$ cat src/hdl/attn_pkg.sv
package attn_pkg;

  // ==========================================================================
  // constants
  // ==========================================================================

  // index field width inside items, tiles up to 64x64
  localparam int unsigned MAX_IDX_W = 6;

  localparam logic [31:0] FP32_NINF     = 32'hFF80_0000;
  localparam logic [31:0] FP32_POS_ZERO = 32'h0000_0000;

  // ==========================================================================
  // fp32 word, raw view and field view
  // ==========================================================================
  typedef struct packed {
    logic        sign;
    logic [7:0]  exponent;
    logic [22:0] mantissa;
  } fp32_fields_t;

  typedef union packed {
    logic [31:0]  raw;
    fp32_fields_t fields;
  } fp32_t;

  // score tagged with its tile position
  typedef struct packed {
    logic                 valid;
    logic [MAX_IDX_W-1:0] row;
    logic [MAX_IDX_W-1:0] col;
    fp32_t                value;
  } score_item_t;

  // subtractor request, item plus the max of its row
  typedef struct packed {
    score_item_t item;
    fp32_t       rowmax;
  } sub_req_t;

  typedef enum logic {
    PASS_MAX = 1'b0,
    PASS_SUB = 1'b1
  } sweep_pass_t;

endpackage

$ cat src/hdl/score_buffer.sv
`timescale 1ns/1ps

module score_buffer #(
  parameter  int unsigned T     = 8,
  localparam int unsigned IDX_W = $clog2(T)
) (
  input  logic                   clk,
  input  logic                   rst_n,
  input  logic                   host_we_i,
  input  logic                   host_re_i,
  input  logic [IDX_W-1:0]       host_row_i,
  input  logic [IDX_W-1:0]       host_col_i,
  input  attn_pkg::fp32_t        host_wdata_i,
  output attn_pkg::fp32_t        host_rdata_o,
  output logic                   host_rvalid_o,
  input  logic                   eng_re_i,
  input  logic [IDX_W-1:0]       eng_row_i,
  input  logic [IDX_W-1:0]       eng_col_i,
  output attn_pkg::score_item_t  eng_item_o,
  input  attn_pkg::score_item_t  wb_item_i
);
  import attn_pkg::*;

  fp32_t            mem [T][T];
  logic             eng_valid_q;
  logic [IDX_W-1:0] eng_row_q;
  logic [IDX_W-1:0] eng_col_q;
  fp32_t            eng_value_q;

  // write-back from the engine wins over the host
  always_ff @(posedge clk) begin
    if (wb_item_i.valid) begin
      mem[wb_item_i.row[IDX_W-1:0]][wb_item_i.col[IDX_W-1:0]] <= wb_item_i.value;
    end else if (host_we_i) begin
      mem[host_row_i][host_col_i] <= host_wdata_i;
    end
  end

  // read data paths
  always_ff @(posedge clk) begin
    host_rdata_o <= mem[host_row_i][host_col_i];
    eng_value_q  <= mem[eng_row_i][eng_col_i];
    eng_row_q    <= eng_row_i;
    eng_col_q    <= eng_col_i;
  end

  always_ff @(posedge clk) begin
    if (!rst_n) begin
      host_rvalid_o <= 1'b0;
      eng_valid_q   <= 1'b0;
    end else begin
      host_rvalid_o <= host_re_i;
      eng_valid_q   <= eng_re_i;
    end
  end

  assign eng_item_o = '{valid: eng_valid_q,
                        row:   MAX_IDX_W'(eng_row_q),
                        col:   MAX_IDX_W'(eng_col_q),
                        value: eng_value_q};

  // host side is gated by busy at the top
  a_no_host_wr_on_wb: assert property (@(posedge clk) disable iff (!rst_n)
    !(host_we_i && wb_item_i.valid));

endmodule

$ cat src/hdl/mask_rowmax.sv
`timescale 1ns/1ps

module mask_rowmax #(
  parameter  int unsigned T     = 8,
  localparam int unsigned IDX_W = $clog2(T)
) (
  input  logic                   clk,
  input  logic                   rst_n,
  input  attn_pkg::sweep_pass_t  pass_i,
  input  logic [T-1:0]           pad_valid_i,
  input  logic                   causal_en_i,
  input  attn_pkg::score_item_t  item_i,
  output attn_pkg::sub_req_t     sub_req_o
);
  import attn_pkg::*;

  logic [IDX_W-1:0] in_row;
  logic [IDX_W-1:0] in_col;
  logic             in_masked;

  logic             m_valid_q;
  logic [IDX_W-1:0] m_row_q;
  logic [IDX_W-1:0] m_col_q;
  fp32_t            m_value_q;

  fp32_t            rowmax_q [T];

  // monotonic integer key, larger float gives larger key
  function automatic logic [31:0] order_key(input fp32_t v);
    return v.raw[31] ? ~v.raw : {1'b1, v.raw[30:0]};
  endfunction

  // ==========================================================================
  // padding and causal masks
  // ==========================================================================
  assign in_row    = item_i.row[IDX_W-1:0];
  assign in_col    = item_i.col[IDX_W-1:0];
  assign in_masked = !pad_valid_i[in_col] || (causal_en_i && (in_col > in_row));

  always_ff @(posedge clk) begin
    if (!rst_n) begin
      m_valid_q <= 1'b0;
    end else begin
      m_valid_q <= item_i.valid;
    end
  end

  always_ff @(posedge clk) begin
    m_row_q       <= in_row;
    m_col_q       <= in_col;
    m_value_q.raw <= in_masked ? FP32_NINF : item_i.value.raw;
  end

  // ==========================================================================
  // per-row maximum
  // ==========================================================================
  // column 0 always loads, so no clear between runs
  always_ff @(posedge clk) begin
    if (m_valid_q && (pass_i == PASS_MAX)) begin
      if ((m_col_q == '0) || (order_key(m_value_q) > order_key(rowmax_q[m_row_q]))) begin
        rowmax_q[m_row_q] <= m_value_q;
      end
    end
  end

  assign sub_req_o.item   = '{valid: m_valid_q && (pass_i == PASS_SUB),
                              row:   MAX_IDX_W'(m_row_q),
                              col:   MAX_IDX_W'(m_col_q),
                              value: m_value_q};
  assign sub_req_o.rowmax = rowmax_q[m_row_q];

  a_col_in_tile: assert property (@(posedge clk) disable iff (!rst_n)
    item_i.valid |-> (32'(item_i.col) < T));

endmodule

$ cat src/hdl/fp32_sub.sv
`timescale 1ns/1ps

module fp32_sub #(
  parameter  int unsigned T     = 8,
  localparam int unsigned IDX_W = $clog2(T)
) (
  input  logic                   clk,
  input  logic                   rst_n,
  input  attn_pkg::sub_req_t     req_i,
  output attn_pkg::score_item_t  wb_item_o
);
  import attn_pkg::*;

  // operand decode
  fp32_t        a_op;
  fp32_t        b_op;
  logic [30:0]  a_mag;
  logic [30:0]  b_mag;
  logic [23:0]  a_sig;
  logic [23:0]  b_sig;
  logic         nb_sign;
  logic         swap;
  logic         eff_sub;
  logic [23:0]  big_sig;
  logic [23:0]  small_sig;
  logic [7:0]   big_exp;
  logic [7:0]   exp_diff;
  logic [4:0]   shamt;
  logic [58:0]  shifted;
  logic         sticky;
  logic [27:0]  big_ext;
  logic [27:0]  small_ext;
  logic [27:0]  sum_d;
  logic         sign_d;
  logic         ninf_d;

  // stage 1 registers
  logic             s1_valid_q;
  logic [IDX_W-1:0] s1_row_q;
  logic [IDX_W-1:0] s1_col_q;
  logic             s1_sign_q;
  logic [7:0]       s1_exp_q;
  logic [27:0]      s1_sum_q;
  logic             s1_ninf_q;

  // normalize
  logic [4:0]        pos;
  logic [27:0]       norm;
  logic signed [9:0] exp_res;
  fp32_t             res;

  // stage 2 registers
  logic             wb_valid_q;
  logic [IDX_W-1:0] wb_row_q;
  logic [IDX_W-1:0] wb_col_q;
  fp32_t            wb_value_q;

  function automatic logic [4:0] msb_pos(input logic [27:0] v);
    logic [4:0] p;
    p = '0;
    for (int i = 0; i < 28; i++) begin
      if (v[i]) begin
        p = 5'(i);
      end
    end
    return p;
  endfunction

  // ==========================================================================
  // stage 1, align and add magnitudes
  // ==========================================================================
  always_comb begin
    a_op    = req_i.item.value;
    b_op    = req_i.rowmax;
    // subnormals flush to zero
    a_mag   = (a_op.fields.exponent == 8'd0) ? '0 : a_op.raw[30:0];
    b_mag   = (b_op.fields.exponent == 8'd0) ? '0 : b_op.raw[30:0];
    a_sig   = (a_mag == '0) ? '0 : {1'b1, a_mag[22:0]};
    b_sig   = (b_mag == '0) ? '0 : {1'b1, b_mag[22:0]};
    nb_sign = ~b_op.fields.sign;
    swap    = b_mag > a_mag;
    eff_sub = a_op.fields.sign != nb_sign;

    big_sig   = swap ? b_sig : a_sig;
    small_sig = swap ? a_sig : b_sig;
    big_exp   = swap ? b_mag[30:23] : a_mag[30:23];
    exp_diff  = big_exp - (swap ? a_mag[30:23] : b_mag[30:23]);
    shamt     = (exp_diff > 8'd31) ? 5'd31 : exp_diff[4:0];

    // 3 guard bits, everything below them folds into sticky
    shifted   = {small_sig, 35'b0} >> shamt;
    sticky    = |shifted[31:0];
    big_ext   = {1'b0, big_sig, 3'b0};
    small_ext = {1'b0, shifted[58:32]};

    // dropped bits on a subtract pull the result one step toward zero
    if (eff_sub) begin
      sum_d = big_ext - small_ext - {27'b0, sticky};
    end else begin
      sum_d = big_ext + small_ext;
    end
    sign_d = swap ? nb_sign : a_op.fields.sign;
    ninf_d = (b_op.raw == FP32_NINF) || (a_op.raw == FP32_NINF);
  end

  always_ff @(posedge clk) begin
    s1_row_q  <= req_i.item.row[IDX_W-1:0];
    s1_col_q  <= req_i.item.col[IDX_W-1:0];
    s1_sign_q <= sign_d;
    s1_exp_q  <= big_exp;
    s1_sum_q  <= sum_d;
    s1_ninf_q <= ninf_d;
  end

  // ==========================================================================
  // stage 2, normalize, truncate, pack
  // ==========================================================================
  always_comb begin
    pos     = msb_pos(s1_sum_q);
    norm    = (pos == 5'd27) ? (s1_sum_q >> 1) : (s1_sum_q << (5'd26 - pos));
    exp_res = 10'(s1_exp_q) + 10'(pos) - 10'd26;
    res.raw = FP32_POS_ZERO;
    if (s1_ninf_q) begin
      res.raw = FP32_NINF;
    end else if ((s1_sum_q == '0) || (exp_res <= 10'sd0)) begin
      res.raw = FP32_POS_ZERO;
    end else if (exp_res >= 10'sd255) begin
      res.raw = {s1_sign_q, 8'hFF, 23'b0};
    end else begin
      res.fields.sign     = s1_sign_q;
      res.fields.exponent = exp_res[7:0];
      res.fields.mantissa = norm[25:3];
    end
  end

  always_ff @(posedge clk) begin
    wb_row_q   <= s1_row_q;
    wb_col_q   <= s1_col_q;
    wb_value_q <= res;
  end

  always_ff @(posedge clk) begin
    if (!rst_n) begin
      s1_valid_q <= 1'b0;
      wb_valid_q <= 1'b0;
    end else begin
      s1_valid_q <= req_i.item.valid;
      wb_valid_q <= s1_valid_q;
    end
  end

  assign wb_item_o = '{valid: wb_valid_q,
                       row:   MAX_IDX_W'(wb_row_q),
                       col:   MAX_IDX_W'(wb_col_q),
                       value: wb_value_q};

endmodule

$ cat src/hdl/presoft_ctrl.sv
`timescale 1ns/1ps

module presoft_ctrl #(
  parameter  int unsigned T     = 8,
  localparam int unsigned IDX_W = $clog2(T)
) (
  input  logic                   clk,
  input  logic                   rst_n,
  input  logic                   req_i,
  output logic                   ack_o,
  output logic                   busy_o,
  output attn_pkg::sweep_pass_t  pass_o,
  output logic                   eng_re_o,
  output logic [IDX_W-1:0]       eng_row_o,
  output logic [IDX_W-1:0]       eng_col_o
);
  import attn_pkg::*;

  // cycles to flush the pipe after the last issue of each pass
  localparam int unsigned MAX_DRAIN = 2;
  localparam int unsigned SUB_DRAIN = 4;

  typedef enum logic [2:0] {
    ST_IDLE,
    ST_MAX_SWEEP,
    ST_MAX_DRAIN,
    ST_SUB_SWEEP,
    ST_SUB_DRAIN,
    ST_ACK
  } state_t;

  state_t           state_q;
  logic [IDX_W-1:0] row_q;
  logic [IDX_W-1:0] col_q;
  logic [1:0]       drain_q;
  logic             last_issue;

  assign last_issue = (row_q == IDX_W'(T - 1)) && (col_q == IDX_W'(T - 1));

  // ==========================================================================
  // handshake and pass sequencing
  // ==========================================================================
  always_ff @(posedge clk) begin
    if (!rst_n) begin
      state_q <= ST_IDLE;
      drain_q <= '0;
    end else begin
      case (state_q)
        ST_IDLE: begin
          if (req_i) begin
            state_q <= ST_MAX_SWEEP;
          end
        end
        ST_MAX_SWEEP: begin
          if (last_issue) begin
            drain_q <= 2'(MAX_DRAIN - 1);
            state_q <= ST_MAX_DRAIN;
          end
        end
        ST_MAX_DRAIN: begin
          drain_q <= drain_q - 1'b1;
          if (drain_q == '0) begin
            state_q <= ST_SUB_SWEEP;
          end
        end
        ST_SUB_SWEEP: begin
          if (last_issue) begin
            drain_q <= 2'(SUB_DRAIN - 1);
            state_q <= ST_SUB_DRAIN;
          end
        end
        ST_SUB_DRAIN: begin
          drain_q <= drain_q - 1'b1;
          if (drain_q == '0) begin
            state_q <= ST_ACK;
          end
        end
        ST_ACK: begin
          // hold ack until the host lets go of req
          if (!req_i) begin
            state_q <= ST_IDLE;
          end
        end
        default: state_q <= ST_IDLE;
      endcase
    end
  end

  // row-major walk, wraps back to 0,0 after the last entry
  always_ff @(posedge clk) begin
    if (!rst_n) begin
      row_q <= '0;
      col_q <= '0;
    end else if (eng_re_o) begin
      col_q <= col_q + 1'b1;
      if (col_q == IDX_W'(T - 1)) begin
        row_q <= row_q + 1'b1;
      end
    end
  end

  always_comb begin
    eng_re_o = (state_q == ST_MAX_SWEEP) || (state_q == ST_SUB_SWEEP);
    busy_o   = (state_q != ST_IDLE) && (state_q != ST_ACK);
    ack_o    = (state_q == ST_ACK);
    if ((state_q == ST_SUB_SWEEP) || (state_q == ST_SUB_DRAIN)) begin
      pass_o = PASS_SUB;
    end else begin
      pass_o = PASS_MAX;
    end
  end

  assign eng_row_o = row_q;
  assign eng_col_o = col_q;

  a_ack_needs_req: assert property (@(posedge clk) disable iff (!rst_n)
    $rose(ack_o) |-> req_i);

endmodule

$ cat src/hdl/presoft_top.sv
`timescale 1ns/1ps

module presoft_top #(
  parameter  int unsigned T     = 8,
  localparam int unsigned IDX_W = $clog2(T)
) (
  input  logic             clk,
  input  logic             rst_n,
  input  logic             host_we_i,
  input  logic             host_re_i,
  input  logic [IDX_W-1:0] host_row_i,
  input  logic [IDX_W-1:0] host_col_i,
  input  attn_pkg::fp32_t  host_wdata_i,
  output attn_pkg::fp32_t  host_rdata_o,
  output logic             host_rvalid_o,
  input  logic [T-1:0]     pad_valid_i,
  input  logic             causal_en_i,
  input  logic             req_i,
  output logic             ack_o,
  output logic             busy_o
);
  import attn_pkg::*;

  sweep_pass_t      pass;
  logic             eng_re;
  logic [IDX_W-1:0] eng_row;
  logic [IDX_W-1:0] eng_col;
  score_item_t      eng_item;
  sub_req_t         sub_req;
  score_item_t      wb_item;

  // ==========================================================================
  // controller and storage
  // ==========================================================================
  presoft_ctrl #(.T(T)) presoft_ctrl_inst (
    .clk       (clk),
    .rst_n     (rst_n),
    .req_i     (req_i),
    .ack_o     (ack_o),
    .busy_o    (busy_o),
    .pass_o    (pass),
    .eng_re_o  (eng_re),
    .eng_row_o (eng_row),
    .eng_col_o (eng_col)
  );

  // host writes are dropped while a run is active
  score_buffer #(.T(T)) score_buffer_inst (
    .clk           (clk),
    .rst_n         (rst_n),
    .host_we_i     (host_we_i && !busy_o),
    .host_re_i     (host_re_i),
    .host_row_i    (host_row_i),
    .host_col_i    (host_col_i),
    .host_wdata_i  (host_wdata_i),
    .host_rdata_o  (host_rdata_o),
    .host_rvalid_o (host_rvalid_o),
    .eng_re_i      (eng_re),
    .eng_row_i     (eng_row),
    .eng_col_i     (eng_col),
    .eng_item_o    (eng_item),
    .wb_item_i     (wb_item)
  );

  // ==========================================================================
  // datapath
  // ==========================================================================
  mask_rowmax #(.T(T)) mask_rowmax_inst (
    .clk         (clk),
    .rst_n       (rst_n),
    .pass_i      (pass),
    .pad_valid_i (pad_valid_i),
    .causal_en_i (causal_en_i),
    .item_i      (eng_item),
    .sub_req_o   (sub_req)
  );

  fp32_sub #(.T(T)) fp32_sub_inst (
    .clk       (clk),
    .rst_n     (rst_n),
    .req_i     (sub_req),
    .wb_item_o (wb_item)
  );

endmodule

$ cat config.mk
export PLATFORM = sky130hd
export DESIGN_NAME = presoft_top
export DESIGN_NICKNAME = d
export VERILOG_FILES = /design/src/hdl/attn_pkg.sv /design/src/hdl/score_buffer.sv /design/src/hdl/mask_rowmax.sv /design/src/hdl/fp32_sub.sv /design/src/hdl/presoft_ctrl.sv /design/src/hdl/presoft_top.sv
export SDC_FILE = /design/constraint.sdc
export NUM_CORES = 2
export LEC_CHECK = 0
export BUFFER_PORTS_ARGS = -buffer_cell sky130_fd_sc_hd__buf_2
export CAP_MARGIN = 20
export CORE_ASPECT_RATIO = 1.2
export CORE_MARGIN = 2
export CORE_UTILIZATION = 40
export DETAILED_ROUTE_END_ITERATION = 10
export PLACE_DENSITY = 0.58
export SLEW_MARGIN = 20
export SYNTH_ARGS = -nofsm -noshare
export SYNTH_HDL_FRONTEND = slang
export SYNTH_HIERARCHICAL = 1
export SYNTH_SLANG_ARGS = --single-unit
$ cat constraint.sdc
create_clock -name clk -period 23.6 [get_ports clk]
set_input_delay 3.54 -clock clk [delete_from_list [all_inputs] [get_ports clk]]
set_output_delay 3.54 -clock clk [all_outputs]
set_load 0.01 [all_outputs]
Yosys cells after proc, flatten, opt, wreduce, memory -nomap -nowiden:

Memory sizes are Yosys's and may differ from the RTL's. A register that Yosys moved wholly into a read port is not among the register bits.
Index checks and enable logic that the tools add are counted.

* order comparisons: 12
* shift-type cells: 2
* eq/ne operators: 18
* muxes and demuxes: 79
* reduce and logical (&&, ||, !) cells: 33
* bitwise gates (word level): 7
* add/sub/neg operators: 10

Operators by type and width (number)
* $mux W256: 4
* $mux W32: 9
* $reduce_or A256 Y1: 1
* $bmux W32 S3: 2
* $demux W32 S3: 2
* $mux W24: 4
* $mux W31: 3
* $mux W5: 13
* $eq A32 B32 Y1 const B: 2
* $not A32 Y32: 2
* $logic_not A31 Y1: 2
* $shr A59 B5 Y59: 1
* $mux W3: 13
* $gt A32 B32 Y1: 1
* $mux W4: 8
* $reduce_or A32 Y1: 1
* $gt A31 B31 Y1: 1
* $add A27 B27 Y28: 1
* $logic_not A28 Y1: 1
* $mux W28: 1
* $shl A28 B5 Y26: 1
* $sub A27 B27 Y28: 1
* $sub A28 B1 Y28: 1
* $mux W26: 1
* 41 further kinds: 85

* input port bits: 52
* output and inout bits: 35
* word-level logic and storage cells: 189
* memories: 2
* register bits after elaboration: 206
* memory bits (writable): 2304

Memories
* score_buffer_inst.mem: depth 8, bits a word 256, read ports 2, clocked after memory_dff 1, wr ports 1, RTL line score_buffer.sv:24 `fp32_t mem [T][T];`
* mask_rowmax_inst.rowmax_q: depth 8, bits a word 32, read ports 1, clocked after memory_dff 1, wr ports 1, RTL line mask_rowmax.sv:26 `fp32_t rowmax_q [T];`

Depth between registers and ports, before layout:

* depth after elaboration: 32
* mapped depth: 54
* gate-level depth less buffers: 46

Cells and area by module:

The synthesis kept the hierarchy.

By module, submodules not included
* score_buffer: area each 96227.3 um2, times used 1, seq. area each 62940.4 um2, cells each 4797
* mask_rowmax: area each 12288.0 um2, times used 1, seq. area each 8468.1 um2, cells each 767
* fp32_sub: area each 11353.4 um2, times used 1, seq. area each 1681.6 um2, cells each 1617
* presoft_ctrl: area each 630.6 um2, times used 1, seq. area each 220.2 um2, cells each 67
* presoft_top: area each 13.8 um2, times used 1, seq. area each 0.0 um2, cells each 1

Least setup slack after synthesis:

Ideal clock, no wire load.

* kind: reg2reg
* start: register, netlist name mask_rowmax_inst/m_row_q[2]
* end: register fp32_sub_inst.s1_sum_q[27]
* period minus slack after synthesis: 9553 ps
* setup slack: 14047 ps
* required time: 23469 ps
* path buffers: 7
* arrival: 9422 ps
* cell stages (with the launch flop): 52
* cells stage by stage: dfxtp_1 -> buf_2 -> buf_2 -> mux2i_1 -> o2bb2ai_1 -> nand2_1 -> o221ai_1 -> nor4_1 -> nand2_1 -> clkbuf_1 -> nand2_1 -> inv_1 -> ha_1 -> a21oi_1 -> o21ai_1 -> a2111o_1 -> or4_1 -> buf_2 -> (+16 left out) -> ha_1 -> inv_1 -> ha_1 -> nor2b_1 -> o21ai_0 -> a21oi_1 -> o21ai_0 -> a21oi_1 -> o21ai_0 -> a21oi_1 -> o31ai_1 -> a21oi_1 -> a211oi_1 -> o311ai_0 -> a21oi_1 -> o21bai_1 -> mux2i_1 -> a21oi_1

RTL lines
* end signal: assignment: RTL line fp32_sub.sv:111 `s1_sum_q <= sum_d;`
* end: declaration: RTL line fp32_sub.sv:43 `logic [27:0] s1_sum_q;`

==> key figures <==
STA
  – Slew Viols, Final: 0
  – Setup TNS Final: 0 ns
  – Fraction of the cycle the final worst path needs: 56.6%
  – Final setup violation count: 0
  – Hold Fails Final Rpt: 0
  – Final WS setup: roughly 10 ns
  – Hold_ws: between 0.3 and 0.4 ns
  – FMAX: around 75 MHz
  – Max-slew headroom: 13.0%
  – Tmin final: about 13 ns
  – Worst Tran Pin Value: ~1.3 ns
  – RSZ-0062 raised after global routing: false
  – Clock Skew: approximately 0.064 ns

Floorplan
  – Starting density of the core: slightly above 40%
  – Row count: 220
  – Die ar.: just over 300,000 um2
  – Ports: just under 90
  – Die Wd: around 500 um
  – Die height: about 600 um
  – Core Region: 299,000 um2

Power and ir drop
  – VDD IR max: 54.2 uV
  – Cell-internal power: a little over 8000 uW
  – Net Sw Power: 3390 uW
  – Clock share of power: 35.6%
  – Sw Ratio: 29.0%
  – Pwr dens: between 80 and 90 nW/um2
  – Seq pwr share: between 40% and 50%
  – Comb power frac: 18.7%
  – Static Leak: 0.0432 uW

Final layout
  – Final core utilization: roughly 45%
  – Nets@finish: 7,566
  – Layout cells sized above 1: 26.2%
  – Layout area overhead: 11.8%

Critical path
  – Max incr delay on CP: between 0.9 and 1 ns
  – Most Frequent Cell on Critical Path: a21oi_1
  – CP Launch Type: flip-flop
  – Reg2Reg Launch Point: mask_rowmax_inst/m_row_q[0]
  – Delay-heaviest family, CP: compound AO/OA/AOI/OAI gates
  – Slowest stage cell, crit path: dfxtp_2
  – CP max FO: 33
  – Arrival time worst endpoint: 14.05 ns
  – R2R setup slack: 10.24 ns
  – Worst path buffer plus inverter count: 4
  – R2r endpoint: fp32_sub_inst/s1_sum_q[27]
  – WS Path Type: reg -> reg
  – Worst EP required: roughly 24 ns
  – Worst setup EP type: flip-flop
  – Reg2Reg Depth: 47

Placement
  – Worst slack, placed: 10.60 ns
  – Number of buffers added on ports: 86
  – Final RePlAce weighted congestion: approximately 0.9
  – Hpwl dp: between 200 and 300 mm

Clock network
  – Max Root-Sink Buffers: 4
  – CTS Buf Count: about 270
  – Clk_lat worst skew: between 0.8 and 0.9 ns
  – Clk slew on worst S/H paths: 0.06 ns
  – Cts hold-fix bufs: 0
  – CTS Sinks: 2,510
  – Cts repair resizes: 0
  – CTS tree: done
  – Root buffer cell: clkbuf_16
  – H-tree levels: 5
  – Post-CTS setup buffer count: 0

Global route
  – Largest net degree at the start of global routing: ~110
  – Antenna violations before repair: 35
  – Total GRT Usage: 26.4%
  – Vias in the first global route: between 70,000 and 80,000
  – First-pass GRT wire length: approximately 580 mm
  – Overflow after GRT: 0

Drt
  – Detailed-route DRC error count: 0
  – DR vias: between 70,000 and 80,000
  – Routed vias/inst: ~6.5
  – Router iterations before antenna repair: 6
  – Remaining antenna violation count: 0
  – DRT iter0 DRCs: between 9,000 and 10,000
  – Routed wire length: 411 mm
  – Routed length per placed instance: 35.6 um

Min path
  – Hold endpoint: fp32_sub_inst/wb_row_q[0]
  – Min-Delay Path Class: reg -> reg
  – Hold Crit Start: fp32_sub_inst/s1_row_q[0]
  – Hold depth: 0

Outcome
  – Outcome: finished, final reports clean

Logic synthesis
  – Ys Warns: 6
  – Cells after synthesis: roughly 7,200
  – Post-Synthesis Cell Area: around 120,000 um2
  – Syn Area/Cell: approximately 17 um2
  – Post-Syn Nets: approximately 7,400

Run
  – Max Cap Viol: 0
==> power groups by stage <==
stage                     Sequential [uW]  Clock (uW)  Combinational, uW
final                                5350        4170               2190
after detailed placement             5440           0               2150
after global placement               5440           0               2140
after floorplan                      5380           0               1400
after CTS                            5350        4230               2160
after global routing                 5350        4390               2350
==> per-layer routing <==
metal,GRT usage (%),routed length (um)
met5,0,95
met4,10.2,17800
met3,5.33,37700
met2,43.7,200000
met1,34.4,156000
==> worst max-delay path by stage <==
stage	slack, ns	end	cells past startpoint	startpoint
after global placement	10.64	fp32_sub_inst/s1_sum_q[27]	47	mask_rowmax_inst/m_row_q[0]
final	10.24	fp32_sub_inst/s1_sum_q[27]	47	mask_rowmax_inst/m_row_q[0]
after global routing	9.15	fp32_sub_inst/s1_sum_q[27]	47	mask_rowmax_inst/m_row_q[0]
after CTS	10.48	fp32_sub_inst/s1_sum_q[27]	47	mask_rowmax_inst/m_row_q[0]
after floorplan	14.05	fp32_sub_inst/s1_sum_q[27]	51	mask_rowmax_inst/m_row_q[2]
after detailed placement	10.60	fp32_sub_inst/s1_sum_q[27]	47	mask_rowmax_inst/m_row_q[0]
==> registers in the layout, summed over array words and instances (netlist names), 3 cells and up <==
signal                          flops
fp32_sub_inst/s1_col_q              3
fp32_sub_inst/s1_exp_q              8
fp32_sub_inst/s1_row_q              3
fp32_sub_inst/s1_sum_q             28
fp32_sub_inst/wb_col_q              3
fp32_sub_inst/wb_row_q              3
fp32_sub_inst/wb_value_q           32
mask_rowmax_inst/m_col_q            3
mask_rowmax_inst/m_row_q            3
mask_rowmax_inst/m_value_q         32
mask_rowmax_inst/rowmax_q         256
presoft_ctrl_inst/eng_col_o         3
presoft_ctrl_inst/eng_row_o         3
presoft_ctrl_inst/state_q           3
score_buffer_inst/eng_col_q         3
score_buffer_inst/eng_row_q         3
score_buffer_inst/eng_value_q      32
score_buffer_inst/host_rdata_o     32
score_buffer_inst/mem            2048
==> metrics by stage <==
step	total power, uW	instances	area, um2
floorplan	6780	7228	120000
global placement	7580	11100	126000
detailed placement	7590	11100	126000
CTS	11700	11500	134000
global route	12100	11600	135000
finish	11700	11600	135000
==> cell usage in the layout (no fill, tap or decap), types with 146 or more instances in the layout <==
master	count
nand2_1	395
inv_1	153
mux2i_1	281
buf_4	271
edfxtp_1	2304
dfxtp_1	197
ha_1	163
clkbuf_16	287
a21oi_1	208
o21ai_0	182
mux4_2	998
o22ai_1	146
nor2_1	220
==> area by class of cell <==
cell class	instances	area, um2
multi-input combinational	4039	44500
inverter	158	596
clock inverter	120	986
fill	25800	165000
antenna	14	35.0
clock buffer	357	7530
timing repair buffer	367	2630
tap	3996	5000
sequential	2510	73300
No activity file was read; power rests on OpenSTA's default activity.
